[src/bicubic_pkg.sv]
package bicubic_pkg;

    localparam int IMG_W   = 100;  // source image width in pixels
    localparam int COORD_W = 7;    // coordinate or size
    localparam int FRAC_W  = 8;    // Q0.8 fraction
    localparam int PIX_W   = 8;
    localparam int ROM_AW  = 14;

    // one scaling job, window origin plus source and target sizes
    typedef struct packed {
        logic [COORD_W-1:0] h0;
        logic [COORD_W-1:0] v0;
        logic [COORD_W-1:0] sw;
        logic [COORD_W-1:0] sh;
        logic [COORD_W-1:0] tw;
        logic [COORD_W-1:0] th;
    } job_t;

    // one result memory write
    typedef struct packed {
        logic                 en;
        logic [2*COORD_W-1:0] addr;  // {ty, tx}
        logic [PIX_W-1:0]     data;
    } wr_t;

    typedef enum logic [1:0] {
        IDLE,
        TABLE,   // fraction tables being filled
        RUN,
        FINISH   // ack high, waiting for req to drop
    } ctrl_state_e;

    // where the engine takes its taps from
    typedef enum logic {
        PASS_H,  // image ROM
        PASS_V   // column buffer
    } pass_e;

endpackage

[src/frac_divider.sv]
`timescale 1ns/1ps

module frac_divider import bicubic_pkg::*; (
    input  logic               CLK,
    input  logic               RST,
    input  logic               start_i,
    input  logic [COORD_W-1:0] dividend_i,
    input  logic [COORD_W-1:0] divisor_i,
    output logic               done_o,
    output logic [FRAC_W-1:0]  quot_o
);

    logic               busy;
    logic [2:0]         step;     // quotient bit in progress
    logic [COORD_W-1:0] rem;      // always below the divisor
    logic [COORD_W-1:0] dvsr;
    logic [COORD_W:0]   rem_dbl;
    logic [COORD_W:0]   diff;

    assign rem_dbl = {rem, 1'b0};
    assign diff    = rem_dbl - {1'b0, dvsr};

    always_ff @(posedge CLK) begin
        if (RST) begin
            busy   <= 1'b0;
            step   <= '0;
            done_o <= 1'b0;
        end else begin
            done_o <= 1'b0;
            if (start_i) begin
                busy <= 1'b1;
                step <= '0;
            end else if (busy) begin
                step <= step + 1'b1;
                if (step == 3'd7) begin
                    busy   <= 1'b0;
                    done_o <= 1'b1;  // ninth cycle after start
                end
            end
        end
    end

    // restoring step, one bit per cycle
    always_ff @(posedge CLK) begin
        if (start_i) begin
            rem    <= dividend_i;
            dvsr   <= divisor_i;
            quot_o <= '0;
        end else if (busy) begin
            if (rem_dbl >= {1'b0, dvsr}) begin
                rem    <= diff[COORD_W-1:0];
                quot_o <= {quot_o[FRAC_W-2:0], 1'b1};
            end else begin
                rem    <= rem_dbl[COORD_W-1:0];
                quot_o <= {quot_o[FRAC_W-2:0], 1'b0};
            end
        end
    end

endmodule

[src/frac_table.sv]
`timescale 1ns/1ps

module frac_table import bicubic_pkg::*; #(
    parameter int MAX_T = 32
) (
    input  logic               CLK,
    input  logic               RST,
    input  logic               we_i,
    input  logic               sel_i,      // 1 selects the vertical table
    input  logic [COORD_W-1:0] idx_i,
    input  logic [FRAC_W-1:0]  wdata_i,
    input  logic [COORD_W-1:0] rem_h_i,
    input  logic [COORD_W-1:0] rem_v_i,
    output logic [FRAC_W-1:0]  frac_h_o,
    output logic [FRAC_W-1:0]  frac_v_o
);

    localparam int DEPTH = MAX_T - 1;     // one entry per remainder value
    localparam int IW    = $clog2(DEPTH);

    logic [FRAC_W-1:0] tbl_h [DEPTH];
    logic [FRAC_W-1:0] tbl_v [DEPTH];

    always_ff @(posedge CLK) begin
        if (RST) begin
            for (int i = 0; i < DEPTH; i++) begin
                tbl_h[i] <= '0;
                tbl_v[i] <= '0;
            end
        end else if (we_i) begin
            if (sel_i) tbl_v[idx_i[IW-1:0]] <= wdata_i;
            else       tbl_h[idx_i[IW-1:0]] <= wdata_i;
        end
    end

    assign frac_h_o = tbl_h[rem_h_i[IW-1:0]];
    assign frac_v_o = tbl_v[rem_v_i[IW-1:0]];

endmodule

[src/rom_addr_gen.sv]
`timescale 1ns/1ps

module rom_addr_gen import bicubic_pkg::*; #(
    parameter int IMG_W = bicubic_pkg::IMG_W
) (
    input  logic [COORD_W-1:0] h0_i,
    input  logic [COORD_W-1:0] v0_i,
    input  logic [COORD_W-1:0] quot_h_i,
    input  logic [COORD_W-1:0] quot_v_i,
    input  logic [1:0]         tap_i,     // 0..3 for columns -1..2
    input  logic [1:0]         dy_i,      // 0..3 for rows -1..2
    output logic [ROM_AW-1:0]  addr_o
);

    localparam logic signed [COORD_W+1:0] ONE = 1;

    logic signed [COORD_W+1:0] row;
    logic signed [COORD_W+1:0] col;

    assign row = $signed({2'b00, v0_i}) + $signed({2'b00, quot_v_i})
               + $signed({{COORD_W{1'b0}}, dy_i}) - ONE;
    assign col = $signed({2'b00, h0_i}) + $signed({2'b00, quot_h_i})
               + $signed({{COORD_W{1'b0}}, tap_i}) - ONE;

    // row major, window rules keep both terms non-negative
    assign addr_o = ROM_AW'(row) * ROM_AW'(IMG_W) + ROM_AW'(col);

endmodule

[src/cubic_engine.sv]
`timescale 1ns/1ps

module cubic_engine import bicubic_pkg::*; (
    input  logic              CLK,
    input  logic              RST,
    input  pass_e             pass_i,
    input  logic [FRAC_W-1:0] x_i,
    input  logic              tap_valid_i,
    input  logic [PIX_W-1:0]  rom_data_i,
    input  logic [1:0]        dy_i,
    output logic              result_valid_o,
    output logic [PIX_W-1:0]  result_o
);

    localparam int ACC_W = 24;

    logic [FRAC_W-1:0]       x2, x3;
    logic [2*FRAC_W-1:0]     sq_raw, cu_raw;
    logic [1:0]              tcnt;                   // taps taken so far
    logic [PIX_W-1:0]        p0, p1, p2;
    logic [PIX_W-1:0]        p3;                     // live tap
    logic [PIX_W-1:0]        col_buf [4];            // H results, one per row offset
    logic signed [ACC_W-1:0] s0, s1, s2, s3;
    logic signed [ACC_W-1:0] sx, sx2, sx3;
    logic signed [ACC_W-1:0] a1, a2, a3, base;
    logic signed [ACC_W-1:0] acc, rnd;
    logic [PIX_W-1:0]        pix;

    // power chain with rounding
    assign sq_raw = x_i * x_i + 16'd128;
    assign cu_raw = x2 * x_i + 16'd128;

    assign p3 = (pass_i == PASS_V) ? col_buf[tcnt] : rom_data_i;

    assign s0  = ACC_W'(p0);
    assign s1  = ACC_W'(p1);
    assign s2  = ACC_W'(p2);
    assign s3  = ACC_W'(p3);
    assign sx  = ACC_W'(x_i);
    assign sx2 = ACC_W'(x2);
    assign sx3 = ACC_W'(x3);

    // Catmull-Rom coefficients, scaled by 2
    assign a1   = s2 - s0;
    assign a2   = (s0 <<< 1) - ((s1 <<< 2) + s1) + (s2 <<< 2) - s3;
    assign a3   = (s1 <<< 1) + s1 - (s2 <<< 1) - s2 + s3 - s0;
    assign base = s1 <<< 9;

    assign acc = base + a1 * sx + a2 * sx2 + a3 * sx3 + ACC_W'(256);
    assign rnd = acc >>> 9;

    always_comb begin
        if (rnd[ACC_W-1]) begin
            pix = '0;                     // undershoot
        end else if (rnd[ACC_W-2:PIX_W] != '0) begin
            pix = '1;                     // overshoot
        end else begin
            pix = rnd[PIX_W-1:0];
        end
    end

    always_ff @(posedge CLK) begin
        if (RST) begin
            tcnt           <= '0;
            result_valid_o <= 1'b0;
        end else begin
            result_valid_o <= tap_valid_i && (tcnt == 2'd3);
            if (tap_valid_i) tcnt <= tcnt + 1'b1;
        end
    end

    always_ff @(posedge CLK) begin
        x2 <= sq_raw[2*FRAC_W-1:FRAC_W];
        x3 <= cu_raw[2*FRAC_W-1:FRAC_W];
        if (tap_valid_i) begin
            p0 <= p1;
            p1 <= p2;
            p2 <= p3;
            if (tcnt == 2'd3) begin
                result_o <= pix;
                if (pass_i == PASS_H) col_buf[dy_i] <= pix;  // row result for the V pass
            end
        end
    end

endmodule

[src/bicubic_ctrl.sv]
`timescale 1ns/1ps

module bicubic_ctrl import bicubic_pkg::*; #(
    parameter int MAX_T = 32
) (
    input  logic               CLK,
    input  logic               RST,
    input  logic               req_i,
    input  job_t               job_i,
    input  logic               div_done_i,
    input  logic               result_valid_i,
    input  logic [PIX_W-1:0]   result_i,
    output logic               ack_o,
    output logic               div_start_o,
    output logic [COORD_W-1:0] dividend_o,
    output logic [COORD_W-1:0] divisor_o,
    output logic               tbl_we_o,
    output logic               tbl_sel_o,
    output logic [COORD_W-1:0] tbl_idx_o,
    output logic [COORD_W-1:0] rem_h_o,
    output logic [COORD_W-1:0] rem_v_o,
    output logic [COORD_W-1:0] quot_h_o,
    output logic [COORD_W-1:0] quot_v_o,
    output logic [1:0]         tap_o,
    output logic [1:0]         dy_o,
    output pass_e              pass_o,
    output logic               tap_valid_o,
    output logic               rom_rd_o,
    output wr_t                wr_o
);

    localparam int CNT_W = $clog2(MAX_T);

    ctrl_state_e        state;
    logic [COORD_W-1:0] sw_m1, sh_m1, tw_m1, th_m1;  // sizes minus one
    logic               div_go;
    logic               tbl_sel;                     // 1 = vertical table
    logic [COORD_W-1:0] tbl_idx;
    logic [2:0]         cyc;                         // cycle within a pass
    logic [2:0]         pcnt;                        // 0..3 H, 4 V, 5 write
    logic [CNT_W-1:0]   tx, ty;
    logic [COORD_W-1:0] rem_h, rem_v, quot_h, quot_v;
    logic [COORD_W-1:0] sum_h, sum_v;
    logic               run;

    // next source position before the wrap test
    assign sum_h = rem_h + sw_m1;
    assign sum_v = rem_v + sh_m1;
    assign run   = (state == RUN);

    // job sizes, taken once per job
    always_ff @(posedge CLK) begin
        if (state == IDLE && req_i) begin
            sw_m1 <= job_i.sw - 1'b1;
            sh_m1 <= job_i.sh - 1'b1;
            tw_m1 <= job_i.tw - 1'b1;
            th_m1 <= job_i.th - 1'b1;
        end
    end

    always_ff @(posedge CLK) begin
        if (RST) begin
            state   <= IDLE;
            div_go  <= 1'b0;
            tbl_sel <= 1'b0;
            tbl_idx <= '0;
            cyc     <= '0;
            pcnt    <= '0;
            tx      <= '0;
            ty      <= '0;
            rem_h   <= '0;
            rem_v   <= '0;
            quot_h  <= '0;
            quot_v  <= '0;
        end else begin
            div_go <= 1'b0;
            unique case (state)
                IDLE: begin
                    if (req_i) begin
                        tbl_sel <= 1'b0;
                        tbl_idx <= '0;
                        div_go  <= 1'b1;  // first horizontal entry
                        state   <= TABLE;
                    end
                end
                TABLE: begin
                    if (div_done_i) begin
                        if (tbl_sel && tbl_idx == th_m1 - 1'b1) begin
                            state  <= RUN;
                            cyc    <= '0;
                            pcnt   <= '0;
                            tx     <= '0;
                            ty     <= '0;
                            rem_h  <= '0;
                            rem_v  <= '0;
                            quot_h <= '0;
                            quot_v <= '0;
                        end else begin
                            div_go <= 1'b1;
                            if (!tbl_sel && tbl_idx == tw_m1 - 1'b1) begin
                                tbl_sel <= 1'b1;  // on to the vertical table
                                tbl_idx <= '0;
                            end else begin
                                tbl_idx <= tbl_idx + 1'b1;
                            end
                        end
                    end
                end
                RUN: begin
                    if (pcnt == 3'd5) begin
                        // write cycle, step to the next target pixel
                        pcnt <= '0;
                        cyc  <= '0;
                        if (COORD_W'(tx) == tw_m1) begin
                            tx     <= '0;
                            rem_h  <= '0;
                            quot_h <= '0;
                            if (COORD_W'(ty) == th_m1) begin
                                state <= FINISH;
                            end else begin
                                ty <= ty + 1'b1;
                                if (sum_v >= th_m1) begin
                                    rem_v  <= sum_v - th_m1;
                                    quot_v <= quot_v + 1'b1;
                                end else begin
                                    rem_v <= sum_v;
                                end
                            end
                        end else begin
                            tx <= tx + 1'b1;
                            if (sum_h >= tw_m1) begin
                                rem_h  <= sum_h - tw_m1;
                                quot_h <= quot_h + 1'b1;
                            end else begin
                                rem_h <= sum_h;
                            end
                        end
                    end else if (cyc == 3'd4) begin
                        cyc  <= '0;
                        pcnt <= pcnt + 1'b1;
                    end else begin
                        cyc <= cyc + 1'b1;
                    end
                end
                FINISH: begin
                    if (!req_i) state <= IDLE;
                end
                default: state <= IDLE;
            endcase
        end
    end

    assign ack_o       = (state == FINISH);
    assign div_start_o = div_go;
    assign dividend_o  = tbl_idx;                   // remainder value of this entry
    assign divisor_o   = tbl_sel ? th_m1 : tw_m1;
    assign tbl_we_o    = (state == TABLE) && div_done_i;
    assign tbl_sel_o   = tbl_sel;
    assign tbl_idx_o   = tbl_idx;

    assign rem_h_o  = rem_h;
    assign rem_v_o  = rem_v;
    assign quot_h_o = quot_h;
    assign quot_v_o = quot_v;

    assign pass_o      = (pcnt == 3'd4) ? PASS_V : PASS_H;
    assign dy_o        = pcnt[1:0];
    assign tap_o       = cyc[1:0];
    assign rom_rd_o    = run && (pcnt < 3'd4) && (cyc < 3'd4);
    assign tap_valid_o = run && (pcnt < 3'd5) && (cyc != 3'd0);  // ROM data lags a cycle

    always_comb begin
        wr_o.en   = run && (pcnt == 3'd5) && result_valid_i;
        wr_o.addr = {COORD_W'(ty), COORD_W'(tx)};
        wr_o.data = result_i;
    end

endmodule

[src/bicubic_scaler.sv]
`timescale 1ns/1ps

module bicubic_scaler import bicubic_pkg::*; #(
    parameter int IMG_W = bicubic_pkg::IMG_W,
    parameter int MAX_T = 32
) (
    input  logic              CLK,
    input  logic              RST,
    input  logic              req_i,
    input  job_t              job_i,
    output logic              ack_o,
    output logic              rom_rd_o,
    output logic [ROM_AW-1:0] rom_addr_o,
    input  logic [PIX_W-1:0]  rom_data_i,
    output wr_t               wr_o
);

    logic               div_start, div_done;
    logic [COORD_W-1:0] dividend, divisor;
    logic [FRAC_W-1:0]  div_quot;
    logic               tbl_we, tbl_sel;
    logic [COORD_W-1:0] tbl_idx;
    logic [COORD_W-1:0] rem_h, rem_v, quot_h, quot_v;
    logic [FRAC_W-1:0]  frac_h, frac_v, x_cur;
    logic [1:0]         tap, dy;
    pass_e              pass;
    logic               tap_valid, result_valid;
    logic [PIX_W-1:0]   result;

    assign x_cur = (pass == PASS_V) ? frac_v : frac_h;

    bicubic_ctrl #(.MAX_T(MAX_T)) u_ctrl (
        .CLK, .RST, .req_i, .job_i,
        .div_done_i(div_done), .result_valid_i(result_valid), .result_i(result),
        .ack_o, .div_start_o(div_start), .dividend_o(dividend), .divisor_o(divisor),
        .tbl_we_o(tbl_we), .tbl_sel_o(tbl_sel), .tbl_idx_o(tbl_idx),
        .rem_h_o(rem_h), .rem_v_o(rem_v), .quot_h_o(quot_h), .quot_v_o(quot_v),
        .tap_o(tap), .dy_o(dy), .pass_o(pass), .tap_valid_o(tap_valid),
        .rom_rd_o, .wr_o
    );

    frac_divider u_div (
        .CLK, .RST, .start_i(div_start), .dividend_i(dividend), .divisor_i(divisor),
        .done_o(div_done), .quot_o(div_quot)
    );

    frac_table #(.MAX_T(MAX_T)) u_tbl (
        .CLK, .RST, .we_i(tbl_we), .sel_i(tbl_sel), .idx_i(tbl_idx), .wdata_i(div_quot),
        .rem_h_i(rem_h), .rem_v_i(rem_v), .frac_h_o(frac_h), .frac_v_o(frac_v)
    );

    // job_i stays stable while req_i is high
    rom_addr_gen #(.IMG_W(IMG_W)) u_addr (
        .h0_i(job_i.h0), .v0_i(job_i.v0), .quot_h_i(quot_h), .quot_v_i(quot_v),
        .tap_i(tap), .dy_i(dy), .addr_o(rom_addr_o)
    );

    cubic_engine u_eng (
        .CLK, .RST, .pass_i(pass), .x_i(x_cur), .tap_valid_i(tap_valid),
        .rom_data_i, .dy_i(dy), .result_valid_o(result_valid), .result_o(result)
    );

endmodule

[config.mk]
export PLATFORM = sky130hd
export DESIGN_NAME = bicubic_scaler
export DESIGN_NICKNAME = d
export VERILOG_FILES = /design/src/bicubic_pkg.sv /design/src/frac_divider.sv /design/src/frac_table.sv /design/src/rom_addr_gen.sv /design/src/cubic_engine.sv /design/src/bicubic_ctrl.sv /design/src/bicubic_scaler.sv
export SDC_FILE = /design/constraint.sdc
export NUM_CORES = 2
export LEC_CHECK = 0
export CORE_AREA = 2 2 290 292
export CTS_CLUSTER_DIAMETER = 150
export DETAILED_ROUTE_END_ITERATION = 10
export DIE_AREA = 0 0 292 294
export DONT_BUFFER_PORTS = 1
export PLACE_DENSITY = 0.82
export SETUP_SLACK_MARGIN = 0.15
export SLEW_MARGIN = 0
export SYNTH_ARGS = -nofsm -noshare
export SYNTH_HDL_FRONTEND = slang
export SYNTH_SLANG_ARGS = --single-unit
[constraint.sdc]
create_clock -name CLK -period 12.5 [get_ports CLK]
set_input_delay 0.625 -clock CLK [delete_from_list [all_inputs] [get_ports CLK]]
set_output_delay 0.625 -clock CLK [all_outputs]
set_load 0.05 [all_outputs]
==> results.md <==
- Status: finished clean
- Initial DRC count: approximately 3200
- Clock Path Buffers: 3
- Count of final hold-check violations: 0
- Chip height: 294 um
- Clock-pin slew on the worst setup and hold paths: 0.06 ns
- Core area: between 0.08 and 0.09 mm2
- Layout area overhead: 6.269%
- Drt drc: 0
- Met1 Wirelength: 48460 um
- Slew Limit Headroom: 0.1695
- DR vias/cell: 5.952
- Wire length on met2: 61720 um
- Yosys top cell area share: 0.3416
- Uppermost layer routed: met4
- Nets: ~5600
- Die ar.: 0.08585 mm2
- Critical path endpoint category: flip-flop
- Detailed-routed wire length on met3: roughly 10000 um
- Clock Skew: ~0.040 ns
- Final Worst Setup Slack: 0.8391 ns
- Post-synth ARST share: 0
- Post-synthesis cell count: 4810
- Share of layout cells above drive strength 1: 0.08618
- Core Rows: 106
- CTS tree: yes
- Vias in the first global route: 36480
- Synth Warn #: 0
- CP Launch Type: flip-flop
- Worst Tran Pin Value: 1.244 ns
- Global route overflow: 0
- Hold Path Class: in2reg
- Final setup fails: 0
- Largest net degree at the start of global routing: 112
- Num CTS Buffers: 77
- Setup Buffers After CTS: 0
- Final instance area: 0.05773 mm2
- Worst-path fanout max: 26
- Initial antenna violation count: 0
- Post-Route WL: 125900 um
- CP peak stage delay: about 0.60 ns
- TritonRoute pass-1 iters: 6
- Post-synth EDFFs: 618
- Fin Setup TNS: 0 ns
- Top FF cell, synth: edfxtp_1
- Placer Congestion: 0.8945
- First-pass GRT wire length: 201400 um
- Syn Std Cell Area: 0.05432 mm2
- Aggregate global-route resource usage: 0.3036
- Fmax: ~0.086 GHz
- Port Buffers: 0
- Final ANT Viol Nets: 0
- Effective utilization at floorplan: 0.6554
- Largest cells by area after synthesis: edfxtp_1 34%, fa_1 18%, ha_1 8.2%
- CP most frequent cell: fa_1
- Slowest-stage cell, CP: xnor3_1
- HPWL after detailed placement: ~92000 um
- Die W: ~290 um
- Register bit total from synthesis: 717
- Most common cell in the netlist: inv_1
- DP Worst Slack: 0.8856 ns
- Critical path class: reg2reg
- Crit path DAT: approximately 12 ns
- Tcrit/Tclk final: 0.9329
- Clock sinks: between 700 and 800
- Slew Limit Fails: 0
- Post-place instance area: 0.05531 mm2
- # IOs: 92
- Mapped Avg Cell Area: 11.29 um2
- Synth cell types: 72
- Most instantiated cells after synthesis: 746 x inv_1, 627 x and2_1, 618 x edfxtp_1
- Period minus WS final: 11.66 ns
- Util after Layout: 0.6964
- CP required: 12.84 ns
- Largest area contributor in the netlist: edfxtp_1
- Sequential-to-total area share from yosys stat: 0.3781
- Routed length per instance: 21.40 um
- Root buffer cell: clkbuf_16
- H-tree levels: 3
- Diode count: 0
- Routed via count: ~35000
- MaxCap Viol Count: 0
- RSZ-0062 raised after global routing: no
- Later-pin clock latency in the skew report: between 0.6 and 0.7 ns
## worst paths after layout
path	start	end	slack [ns]	depth (start not counted)
worst max-delay path	u_eng.p1[1]	u_eng.col_buf[1][2]	0.84	42
worst min register to register	u_ctrl.rem_v_o[0]	u_ctrl.rem_v_o[0]	0.49	2
worst max register to register	u_eng.p1[1]	u_eng.col_buf[1][2]	0.84	42
worst min-delay path	RST	u_div.busy	0.05	1
## final cells by class
| cell class | instances | area, um2 |
|---|---|---|
| multi-input cells | 3146 | 30200 |
| fillers | 5619 | 25160 |
| flip-flops and latches | 717 | 20560 |
| inverters | 749 | 2811 |
| clock buffers | 96 | 2039 |
| well taps | 1080 | 1351 |
| repair buffers | 52 | 402.9 |
| clock inverters | 44 | 364.1 |
## state kept, by name, summed over array words and instances, names as in the netlist, 8 cells and up, named ones only
signal / cells
u_div.quot_o: 8
u_eng.p2: 8
u_eng.result_o: 8
u_eng.x2: 8
u_tbl.tbl_v: 256
u_tbl.tbl_h: 256
u_eng.x3: 8
u_eng.p1: 8
u_eng.col_buf: 32
u_eng.p0: 8
## routing by layer
| layer | GRT usage | vias up |
|---|---|---|
| met3 | 0.03784 | 303 |
| li1 | - | 15620 |
| met4 | 0.1380 | 0 |
| met5 | 0 | - |
| met2 | 0.5071 | 1617 |
| met1 | 0.4015 | 17480 |
## repair_timing
| action | CTS | global route |
|---|---|---|
| resized for setup | 0 | 3 |
| endpoints found under the setup margin | 0 | 40 |
| hold buffers | 0 | 0 |
## per-stage QoR
step | hold WS [ns] | instances
global placement | 0.4558 | 5744
CTS | 0.03332 | 5884
floorplan | 0.4237 | 4813
detailed placement | 0.4702 | 5744
finish | 0.05309 | 5884
global route | 0.03564 | 5884
## cells by family (layout without fill, tap and decap cells)
| logic type | Yosys count | in the layout | synth area share |
|---|---|---|---|
| AOI/OAI and AO/OA | 357 | 357 | 0.04215 |
| xor gates and xnor gates | 220 | 220 | 0.03572 |
| adders and majority gates | 833 | 833 | 0.2581 |
| buffers and inverters | 950 | 941 | 0.06684 |
| DFF | 717 | 717 | 0.3781 |
| muxes | 224 | 224 | 0.07370 |
| other | 1 | 4 | 0.00006903 |
| and+or+nand+nor | 1508 | 1508 | 0.1454 |
## layout by cell type, fill, tap and decap left out, types with 18 or more instances in the layout
| cell | instances |
|---|---|
| nand2b_1 | 25 |
| edfxtp_1 | 618 |
| fa_1 | 479 |
| a22oi_1 | 28 |
| a21o_1 | 36 |
| nand2_1 | 332 |
| o21a_1 | 20 |
| a21oi_1 | 108 |
| nor2b_1 | 47 |
| xor2_1 | 78 |
| nor3_1 | 44 |
| and2_1 | 627 |
| nand3_1 | 34 |
| ha_1 | 354 |
| dfxtp_1 | 87 |
| nor2_1 | 267 |
| mux2_2 | 18 |
| o21bai_1 | 29 |
| or2_2 | 64 |
| clkbuf_16 | 78 |
| mux2i_1 | 65 |
| buf_4 | 51 |
| mux4_2 | 139 |
| inv_1 | 746 |
| xnor2_1 | 140 |
| o21ai_0 | 67 |
## critical path, delay by kind of cell (launching register included)
| kind | cells | cell delay, ns |
|---|---|---|
| simple gates | 6 | 0.79 |
| fa+ha+maj | 13 | 5.79 |
| flops | 1 | 0.56 |
| buf+inv | 7 | 0.70 |
| xor+xnor | 2 | 0.77 |
| compound gates | 14 | 2.73 |
Power is not shown: default switching activity piles up to over one toggle a cycle in this logic, so the estimate is an artifact.
